===== src/verilog/ig_pkg.sv =====
package ig_pkg;

    // ------------------------------------------------------------------------
    // image geometry
    // ------------------------------------------------------------------------

    // pixels per row, square image
    localparam int IMG_W   = 256;
    // pixels per image
    localparam int IMG_PIX = IMG_W * IMG_W;
    // gradient word width, gx and gy halves
    localparam int GRAD_W  = 20;

    // ctrl phase encodings
    localparam int PH_W = 3;
    localparam logic [PH_W-1:0] PH_IDLE  = 3'd0;
    localparam logic [PH_W-1:0] PH_READ  = 3'd1;
    localparam logic [PH_W-1:0] PH_FLUSH = 3'd2;
    localparam logic [PH_W-1:0] PH_DRAIN = 3'd3;
    localparam logic [PH_W-1:0] PH_FIN   = 3'd4;

    // ------------------------------------------------------------------------
    // data types
    // ------------------------------------------------------------------------

    // one 8-bit unsigned pixel
    typedef logic [7:0] pix_t;
    // raster index, row in the upper byte and column in the lower byte
    typedef logic [15:0] pix_idx_t;
    // signed first difference
    typedef logic signed [9:0] grad_comp_t;

    // gx sits in the upper half
    typedef struct packed {
        grad_comp_t gx;
        grad_comp_t gy;
    } grad_pair_s;

    // raw bits on the memory port, pair for the arithmetic
    typedef union packed {
        logic [GRAD_W-1:0] raw;
        grad_pair_s        pair;
    } grad_word_u;

endpackage


===== src/verilog/ig_ifs.sv =====
`timescale 1ns/10ps

// ----------------------------------------------------------------------------
// read requests, ctrl to fetch
// ----------------------------------------------------------------------------
interface ig_req_if import ig_pkg::*; ();
    logic     valid;
    logic     ready;
    pix_idx_t idx;
    // dummy pixel request for the final row windows
    logic     flush;

    modport source (output valid, idx, flush, input ready);
    modport sink   (input valid, idx, flush, output ready);
endinterface

// ----------------------------------------------------------------------------
// pixel stream, fetch to line buffer
// ----------------------------------------------------------------------------
interface ig_pix_if import ig_pkg::*; ();
    logic     valid;
    logic     ready;
    pix_t     pix;
    pix_idx_t idx;
    logic     flush;

    modport source (output valid, pix, idx, flush, input ready);
    modport sink   (input valid, pix, idx, flush, output ready);
endinterface

// ----------------------------------------------------------------------------
// pixel windows, line buffer to gradient unit
// ----------------------------------------------------------------------------
interface ig_win_if import ig_pkg::*; ();
    logic     valid;
    logic     ready;
    pix_t     base;
    // neighbor one column to the right
    pix_t     right;
    // neighbor one row down
    pix_t     below;
    pix_idx_t base_idx;

    modport source (output valid, base, right, below, base_idx, input ready);
    modport sink   (input valid, base, right, below, base_idx, output ready);
endinterface


===== src/verilog/ig_ctrl.sv =====
`timescale 1ns/10ps

module ig_ctrl import ig_pkg::*; (
    input  logic         clk,
    input  logic         reset,
    ig_req_if.source     req,
    input  logic         wr_fire,
    output logic         done
);

    logic [PH_W-1:0] phase;
    // accepted requests, wraps from read into flush numbering
    pix_idx_t        req_cnt;
    // completed gradient writes
    pix_idx_t        wr_cnt;
    logic            req_fire;

    assign req_fire  = req.valid && req.ready;

    // valid and idx only move on a transfer
    assign req.valid = (phase == PH_READ) || (phase == PH_FLUSH);
    assign req.flush = (phase == PH_FLUSH);
    assign req.idx   = req_cnt;

    assign done      = (phase == PH_FIN);

    // ------------------------------------------------------------------------
    // phase sequencing
    // ------------------------------------------------------------------------
    always_ff @(posedge clk) begin
        if (reset) begin
            phase   <= PH_IDLE;
            req_cnt <= '0;
            wr_cnt  <= '0;
        end else begin
            if (req_fire) begin
                req_cnt <= req_cnt + 1'b1;
            end
            // writes start long before the drain phase
            if (wr_fire) begin
                wr_cnt <= wr_cnt + 1'b1;
            end
            case (phase)
                PH_IDLE: begin
                    phase <= PH_READ;
                end
                PH_READ: begin
                    // last pixel read, counter wraps to flush 0
                    if (req_fire && req_cnt == pix_idx_t'(IMG_PIX - 1)) begin
                        phase <= PH_FLUSH;
                    end
                end
                PH_FLUSH: begin
                    // one flush per last-row pixel
                    if (req_fire && req_cnt == pix_idx_t'(IMG_W - 1)) begin
                        phase <= PH_DRAIN;
                    end
                end
                PH_DRAIN: begin
                    if (wr_fire && wr_cnt == pix_idx_t'(IMG_PIX - 1)) begin
                        phase <= PH_FIN;
                    end
                end
                PH_FIN: begin
                    phase <= PH_FIN;
                end
                default: begin
                    phase <= PH_IDLE;
                end
            endcase
        end
    end

    // nothing requested and nothing written once the frame is complete
    a_quiet_after_done: assert property (@(posedge clk) disable iff (reset)
        done |-> !req.valid && !wr_fire);

endmodule


===== src/verilog/ig_fetch.sv =====
`timescale 1ns/10ps

module ig_fetch import ig_pkg::*; (
    input  logic         clk,
    input  logic         reset,
    ig_req_if.sink       req,
    ig_pix_if.source     pix_out,
    output logic         img_rd,
    output pix_idx_t     img_addr,
    input  pix_t         img_di
);

    // accepted request waiting for its memory data
    logic     inflight;
    pix_idx_t pend_idx;
    logic     pend_flush;

    // two entry queue
    pix_t     q_pix   [2];
    pix_idx_t q_idx   [2];
    logic     q_flush [2];
    logic     wr_ptr;
    logic     rd_ptr;
    logic [1:0] q_cnt;

    logic     req_fire;
    logic     pop;

    // room counts the entry still in flight
    assign req.ready = (q_cnt + {1'b0, inflight}) < 2'd2;
    assign req_fire  = req.valid && req.ready;

    // reads go out in the accept cycle, flushes never touch memory
    assign img_rd    = req_fire && !req.flush;
    assign img_addr  = req.idx;

    assign pop           = pix_out.valid && pix_out.ready;
    assign pix_out.valid = (q_cnt != 2'd0);
    assign pix_out.pix   = q_pix[rd_ptr];
    assign pix_out.idx   = q_idx[rd_ptr];
    assign pix_out.flush = q_flush[rd_ptr];

    // ------------------------------------------------------------------------
    // pointers and occupancy
    // ------------------------------------------------------------------------
    always_ff @(posedge clk) begin
        if (reset) begin
            inflight <= 1'b0;
            wr_ptr   <= 1'b0;
            rd_ptr   <= 1'b0;
            q_cnt    <= 2'd0;
        end else begin
            inflight <= req_fire;
            if (inflight) begin
                wr_ptr <= ~wr_ptr;
            end
            if (pop) begin
                rd_ptr <= ~rd_ptr;
            end
            q_cnt <= q_cnt + {1'b0, inflight} - {1'b0, pop};
        end
    end

    // request tag and queue payload
    always_ff @(posedge clk) begin
        pend_idx   <= req.idx;
        pend_flush <= req.flush;
        if (inflight) begin
            // img_di lands one cycle after img_rd
            q_pix[wr_ptr]   <= pend_flush ? '0 : img_di;
            q_idx[wr_ptr]   <= pend_idx;
            q_flush[wr_ptr] <= pend_flush;
        end
    end

    // the returning pixel always finds a free slot
    a_room_for_read: assert property (@(posedge clk) disable iff (reset)
        img_rd |=> (q_cnt != 2'd2) || pop);

endmodule


===== src/verilog/ig_line_buf.sv =====
`timescale 1ns/10ps

module ig_line_buf import ig_pkg::*; (
    input  logic         clk,
    input  logic         reset,
    ig_pix_if.sink       pix_in,
    ig_win_if.source     win
);

    localparam int SLOT_W = $clog2(IMG_W);

    // last IMG_W real pixels
    pix_t              ring [IMG_W];
    logic [SLOT_W-1:0] slot;
    logic [SLOT_W-1:0] slot_right;
    logic              in_fire;
    logic              make_win;

    // stall the input while a window waits downstream
    assign pix_in.ready = !win.valid || win.ready;
    assign in_fire      = pix_in.valid && pix_in.ready;

    // low bits of idx pick the slot
    assign slot       = pix_in.idx[SLOT_W-1:0];
    assign slot_right = slot + 1'b1;

    // first row only fills the ring
    assign make_win = pix_in.flush || (pix_in.idx >= pix_idx_t'(IMG_W));

    // ------------------------------------------------------------------------
    // window output
    // ------------------------------------------------------------------------
    always_ff @(posedge clk) begin
        if (reset) begin
            win.valid <= 1'b0;
        end else if (in_fire && make_win) begin
            win.valid <= 1'b1;
        end else if (win.ready) begin
            win.valid <= 1'b0;
        end
    end

    always_ff @(posedge clk) begin
        if (in_fire && make_win) begin
            // slot still holds the pixel one row up
            win.base     <= ring[slot];
            // next slot not yet overwritten
            win.right    <= ring[slot_right];
            win.below    <= pix_in.pix;
            // flush k maps onto last row pixel k
            win.base_idx <= pix_in.idx - pix_idx_t'(IMG_W);
        end
    end

    // ring write, dummy pixels stay out
    always_ff @(posedge clk) begin
        if (in_fire && !pix_in.flush) begin
            ring[slot] <= pix_in.pix;
        end
    end

endmodule


===== src/verilog/ig_grad_unit.sv =====
`timescale 1ns/10ps

module ig_grad_unit import ig_pkg::*; (
    input  logic         clk,
    input  logic         reset,
    ig_win_if.sink       win,
    output logic         grad_wr,
    output pix_idx_t     grad_addr,
    output grad_word_u   grad_do,
    input  logic         grad_gnt,
    output logic         wr_fire
);

    grad_word_u grad_nxt;
    // last column or last row
    logic       edge_pix;
    logic       win_fire;

    assign wr_fire  = grad_wr && grad_gnt;

    // free slot, or the held word leaves this cycle
    assign win.ready = !grad_wr || grad_gnt;
    assign win_fire  = win.valid && win.ready;

    assign edge_pix = (win.base_idx[7:0] == 8'hff) || (win.base_idx[15:8] == 8'hff);

    // ------------------------------------------------------------------------
    // difference arithmetic
    // ------------------------------------------------------------------------
    always_comb begin
        // zero extend before subtracting, range -255 to 255
        grad_nxt.pair.gx = grad_comp_t'({2'b00, win.right}) - grad_comp_t'({2'b00, win.base});
        grad_nxt.pair.gy = grad_comp_t'({2'b00, win.below}) - grad_comp_t'({2'b00, win.base});
        if (edge_pix) begin
            grad_nxt.raw = '0;
        end
    end

    // ------------------------------------------------------------------------
    // memory write port
    // ------------------------------------------------------------------------
    always_ff @(posedge clk) begin
        if (reset) begin
            grad_wr <= 1'b0;
        end else if (win_fire) begin
            grad_wr <= 1'b1;
        end else if (grad_gnt) begin
            grad_wr <= 1'b0;
        end
    end

    // word and address held until granted
    always_ff @(posedge clk) begin
        if (win_fire) begin
            grad_addr <= win.base_idx;
            grad_do   <= grad_nxt;
        end
    end

    // a refused write repeats unchanged
    a_hold_write: assert property (@(posedge clk) disable iff (reset)
        grad_wr && !grad_gnt |=> grad_wr && $stable(grad_do) && $stable(grad_addr));

endmodule


===== src/verilog/ig_top.sv =====
`timescale 1ns/10ps

module ig_top import ig_pkg::*; (
    input  logic              clk,
    input  logic              reset,
    // image memory read port
    output logic              img_rd,
    output pix_idx_t          img_addr,
    input  pix_t              img_di,
    // gradient memory write port
    output logic              grad_wr,
    output pix_idx_t          grad_addr,
    output logic [GRAD_W-1:0] grad_do,
    input  logic              grad_gnt,
    output logic              done
);

    ig_req_if req_if ();
    ig_pix_if pix_if ();
    ig_win_if win_if ();

    grad_word_u grad_word;
    logic       wr_fire;

    // memory sees the plain word
    assign grad_do = grad_word.raw;

    // ------------------------------------------------------------------------
    // request sequencing and completion
    // ------------------------------------------------------------------------
    ig_ctrl u_ctrl (
        .clk     (clk),
        .reset   (reset),
        .req     (req_if),
        .wr_fire (wr_fire),
        .done    (done)
    );

    // image reads into the pixel queue
    ig_fetch u_fetch (
        .clk      (clk),
        .reset    (reset),
        .req      (req_if),
        .pix_out  (pix_if),
        .img_rd   (img_rd),
        .img_addr (img_addr),
        .img_di   (img_di)
    );

    ig_line_buf u_line_buf (
        .clk    (clk),
        .reset  (reset),
        .pix_in (pix_if),
        .win    (win_if)
    );

    // differences and the gradient write port
    ig_grad_unit u_grad_unit (
        .clk       (clk),
        .reset     (reset),
        .win       (win_if),
        .grad_wr   (grad_wr),
        .grad_addr (grad_addr),
        .grad_do   (grad_word),
        .grad_gnt  (grad_gnt),
        .wr_fire   (wr_fire)
    );

endmodule


===== config.mk =====
export PLATFORM = sky130hd
export DESIGN_NAME = ig_top
export DESIGN_NICKNAME = d
export VERILOG_FILES = /design/src/verilog/ig_pkg.sv /design/src/verilog/ig_ifs.sv /design/src/verilog/ig_ctrl.sv /design/src/verilog/ig_fetch.sv /design/src/verilog/ig_line_buf.sv /design/src/verilog/ig_grad_unit.sv /design/src/verilog/ig_top.sv
export SDC_FILE = /design/constraint.sdc
export NUM_CORES = 2
export LEC_CHECK = 0
export BUFFER_PORTS_ARGS = -buffer_cell sky130_fd_sc_hd__clkbuf_2
export CAP_MARGIN = 20
export CORE_MARGIN = 2
export CORE_UTILIZATION = 50
export CTS_BUF_LIST = sky130_fd_sc_hd__clkbuf_8
export CTS_CLUSTER_SIZE = 16
export DETAILED_ROUTE_END_ITERATION = 7
export PLACE_DENSITY = 0.64
export SYNTH_ARGS = -nofsm -noshare
export SYNTH_HDL_FRONTEND = slang
export SYNTH_SLANG_ARGS = --single-unit

===== constraint.sdc =====
create_clock -name clk -period 10.1 [get_ports clk]
set_clock_uncertainty 0.05 [all_clocks]
set_input_delay 1.515 -clock clk [delete_from_list [all_inputs] [get_ports clk]]
set_output_delay 1.515 -clock clk [all_outputs]
set_load 0.02 [all_outputs]

==> impl_metrics.csv <==
group,metric,value,unit
critical_path,cp_max_fo,134,
timing,fin_crit_sh,62.4,%
finish,fin_util,55.1,%
route,dr_total_vias,75000,
route,ant_nets,0,
floorplanning,core,212000,um2
floorplanning,die_x,465,um
route,drtIter0Drc,12700,
power_and_ir_drop,power_frac_comb,36.4,%
clock_network,cts_root_buf,"clkbuf_8",
timing,tightest_slew,1.27,ns
power_and_ir_drop,total_power,0.0296,W
synthesis,synth-edff-count,2172,
critical_path,slowest_delay,0.76,ns
synthesis,synth_ff_type,"edfxtp_1",
route,routed_via_density,6.72,
critical_path,start_kind,"flop",
clock_network,h-tree-depth,5,
synthesis,synth_area_leader_cell,"edfxtp_1",
clock_network,numCtsBuffers,385,
timing,fmax,159,MHz
timing,setup-tns-final,0,ns
synthesis,yosys.cell_types.count,69,
timing,maxSlewHeadroom,15.0,%
route,wl_per_cell,32.0,um
clock_network,clkLatencyLatePin,1.10,ns
route,drt_first_pass_iters,7,
synthesis,yosysSeqAreaShare,62.6,%
timing,finalMaxSlewViolations,0,
floorplanning,fp.dieH,465,um
placed_design,dpl_cell_area,110000,um2
power_and_ir_drop,power_density,254,nW/um2
global_routing,antenna_found_initial,19,
power_and_ir_drop,p_int,0.0185,W
finish,area_growth,9.87,%
floorplanning,num_io_pins,66,
timing,rsz0062_at_grt,"no",
synthesis,synth_cells,7973,
placed_design,place.gp.congestion,0.957,
critical_path,crit_chain,"buf_4 > mux2i_4 > buf_4 > buf_4 > buf_12 > buf_4 > and3_1 > a311oi_1 > a311oi_1 > or3_1 > nand4_1 > or4_1",
power_and_ir_drop,max-vdd-ir-drop,0.000212,V
power_and_ir_drop,clkPwrFrac,25.8,%
global_routing,grt_max_degree,178,
outcome,outcome,"finished clean",
clock_network,cts_buffer_depth,4,
critical_path,crit_family,"buffers and inverters",
placed_design,io_buffers,65,
power_and_ir_drop,sw_frac_of_total,37.4,%
synthesis,syn-num-nets,8012,
floorplanning,dieArea,216000,um2
critical_path,critPathRequiredTime,10.89,ns
route,routed_wl,358,mm
power_and_ir_drop,power.leakage,39.9,nW
min_path,hp-class,"flop to flop",
timing,holdWs,0.346,ns
synthesis,ys_async_sr_fraction,0,%
timing,min_period,6.30,ns
synthesis,synth_top_area_share,61.4,%
clock_network,cts_tree,"done",
power_and_ir_drop,seqPwrFrac,37.8,%
finish,fin_area,117000,um2
floorplanning,rows,169,
timing,finalSetupViolations,0,
power_and_ir_drop,p_switching,0.0111,W
critical_path,arrival,7.09,ns
placed_design,dp_hpwl,222,mm
critical_path,cp-end-kind,"flop",
clock_network,cts_resized,0,
global_routing,overflow,0,
synthesis,syn_area,106000,um2
clock_network,cts.clk_slew.worst_paths,0.06,ns
clock_network,cts_sinks,2232,
finish,final.fill_count,17000,
timing,finalHoldViolCount,0,
synthesis,yosys_warnings,0,
finish,drive_gt1_share,17.4,%
critical_path,cp_common_cell,"buf_4",
floorplanning,initial_core_util,50.2,%
finish,fin_nets,8093,
synthesis,ys_seq_elements,2232,
clock_network,cts_setup_buffers,0,
critical_path,cp_slowest_cell,"buf_4",
route,drc,0,
flow_run,maxCapViolations,0,
synthesis,avgSynthCellArea,13.3,um2
critical_path,crit_type,"flop to flop",
clock_network,hold_buffers,0,
critical_path,crit_buf_inv,5,
global_routing,grt_pass1_vias,71900,
global_routing,grt.total_usage,32.7,%
global_routing,grt_pass1_wl,512,mm
synthesis,ys_top_cells_by_area,"edfxtp_1 61%, mux4_2 13%, nand2_1 7.1%",
## per-stage QoR
| step | setup slack (ns) | instances |
|---|---|---|
| 3_3_place_gp | 3.90 | 10500 |
| 5_1_grt | 3.39 | 11200 |
| 2_1_floorplan | 4.99 | 7973 |
| 4_1_cts | 3.84 | 11100 |
| 3_5_place_dp | 3.80 | 10500 |
| 6_report | 3.80 | 11200 |
## power groups by stage
stage	clock, W	sequential [W]	combinational, W
3_3_place_gp	0	0.0114	0.0103
3_5_place_dp	0	0.0114	0.0104
4_1_cts	0.00767	0.0112	0.0105
5_1_grt	0.00807	0.0112	0.0112
6_report	0.00764	0.0112	0.0108
2_1_floorplan	0	0.0114	0.00680
## path summary, 6_finish.rpt
check,startpoint,to,slack (ns),cells past startpoint
max,flop,u_line_buf.win.base[1],3.80,12
min,u_fetch.pend_idx[5],u_fetch.q_idx[0][5],0.35,0
max reg2reg,flop,u_line_buf.win.base[1],3.80,12
min reg2reg,u_fetch.pend_idx[5],u_fetch.q_idx[0][5],0.35,0
## cell type report
| cell class | count | area [um2] | share of cell area, % |
|---|---|---|---|
| clock buffers | 391 | 5380 | 4.61 |
| diodes | 13 | 32.5 | 0.0279 |
| multi-input cells | 5091 | 37100 | 31.8 |
| inverters | 34 | 153 | 0.131 |
| flip-flops and latches | 2232 | 66400 | 56.9 |
| well taps | 2821 | 3530 | 3.03 |
| repair buffers | 310 | 2560 | 2.19 |
| clock inverters | 270 | 1440 | 1.23 |
## cells in the final DEF (no fill, tap or decap), types with 9 or more instances in the layout
cell and n:
buf_4 197, a31oi_1 40, nand3_2 15, clkinv_1 83, clkbuf_2 65, nor3_1 26, o21ai_0 24, nor2_1 348
xnor2_1 23, buf_12 21, clkbuf_8 391, nand4_1 54, xor2_1 19, dfxtp_1 59, diode_2 13, nor2b_1 18
a22oi_1 9, nor4_1 18, bufinv_16 12, ha_1 25, clkinv_2 53, mux2i_1 259, edfxtp_1 2172, nand3_1 914
a211oi_1 15, and3_1 149, a311oi_1 244, or3_1 42, a21oi_1 67, or4_1 9, mux4_2 606, inv_1 142
buf_6 21, nand2_1 2018, a22o_1 10
## synthesized netlist by cell type, drive strengths merged (19+ instances only)
library cell / n
dfxtp: 60
nand4: 54
a311oi: 247
nand2: 2019
inv: 33
mux4: 606
mux2i: 265
xnor2: 25
xor2: 19
o21ai: 27
a21oi: 68
and3: 149
or3: 42
nand3: 930
nor4: 19
nor2b: 20
buf: 415
nor3: 26
nor2: 352
clkbuf: 201
ha: 26
edfxtp: 2172
a31oi: 40
## routing by layer
metal	routed length (um)	track usage (%)	vias up
li1	-	-	30600
met4	23700	18.5	16
met3	46700	8.30	1122
met1	128000	43.9	37600
met5	115	0	-
met2	160000	48.7	5693
## logic make-up (layout without fill, tap and decap cells)
group                      count (synthesis)  after routing  share of synthesized area, %
buffers and inverters                    650           1005                          2.84
xor gates and xnor gates                  44             44                         0.363
adders and majority gates                 28             28                         0.344
DFF                                     2232           2232                          62.6
muxes                                    885            885                          15.5
and+or+nand+nor                         3653           3653                          14.9
AOI/OAI and AO/OA                        481            481                          3.48
other                                      0             13                             0
## registers in the layout (all words and copies together), names as in the netlist, 3 cells and up, named ones only
register,count
u_line_buf.ring,2048
u_fetch.q_idx,32
u_grad_unit.grad_do,18
u_ctrl.req.idx,16
u_ctrl.wr_cnt,16
u_fetch.pend_idx,16
u_fetch.q_pix,16
u_grad_unit.grad_addr,16
u_line_buf.win.base_idx,16
u_line_buf.win.base,8
u_line_buf.win.below,8
u_line_buf.win.right,8
u_ctrl.phase,3
## worst register-to-register path: stages, from the launching register on
cell      delay, ns
dfxtp_2        0.32
buf_4          0.57
mux2i_4        0.35
buf_4          0.72
buf_4          0.64
buf_12         0.70
buf_4          0.91
and3_1         0.30
a311oi_1       0.06
a311oi_1       0.47
or3_1          0.36
nand4_1        0.12
or4_1          0.50
Note: power is estimated with default switching activity, not from simulation.
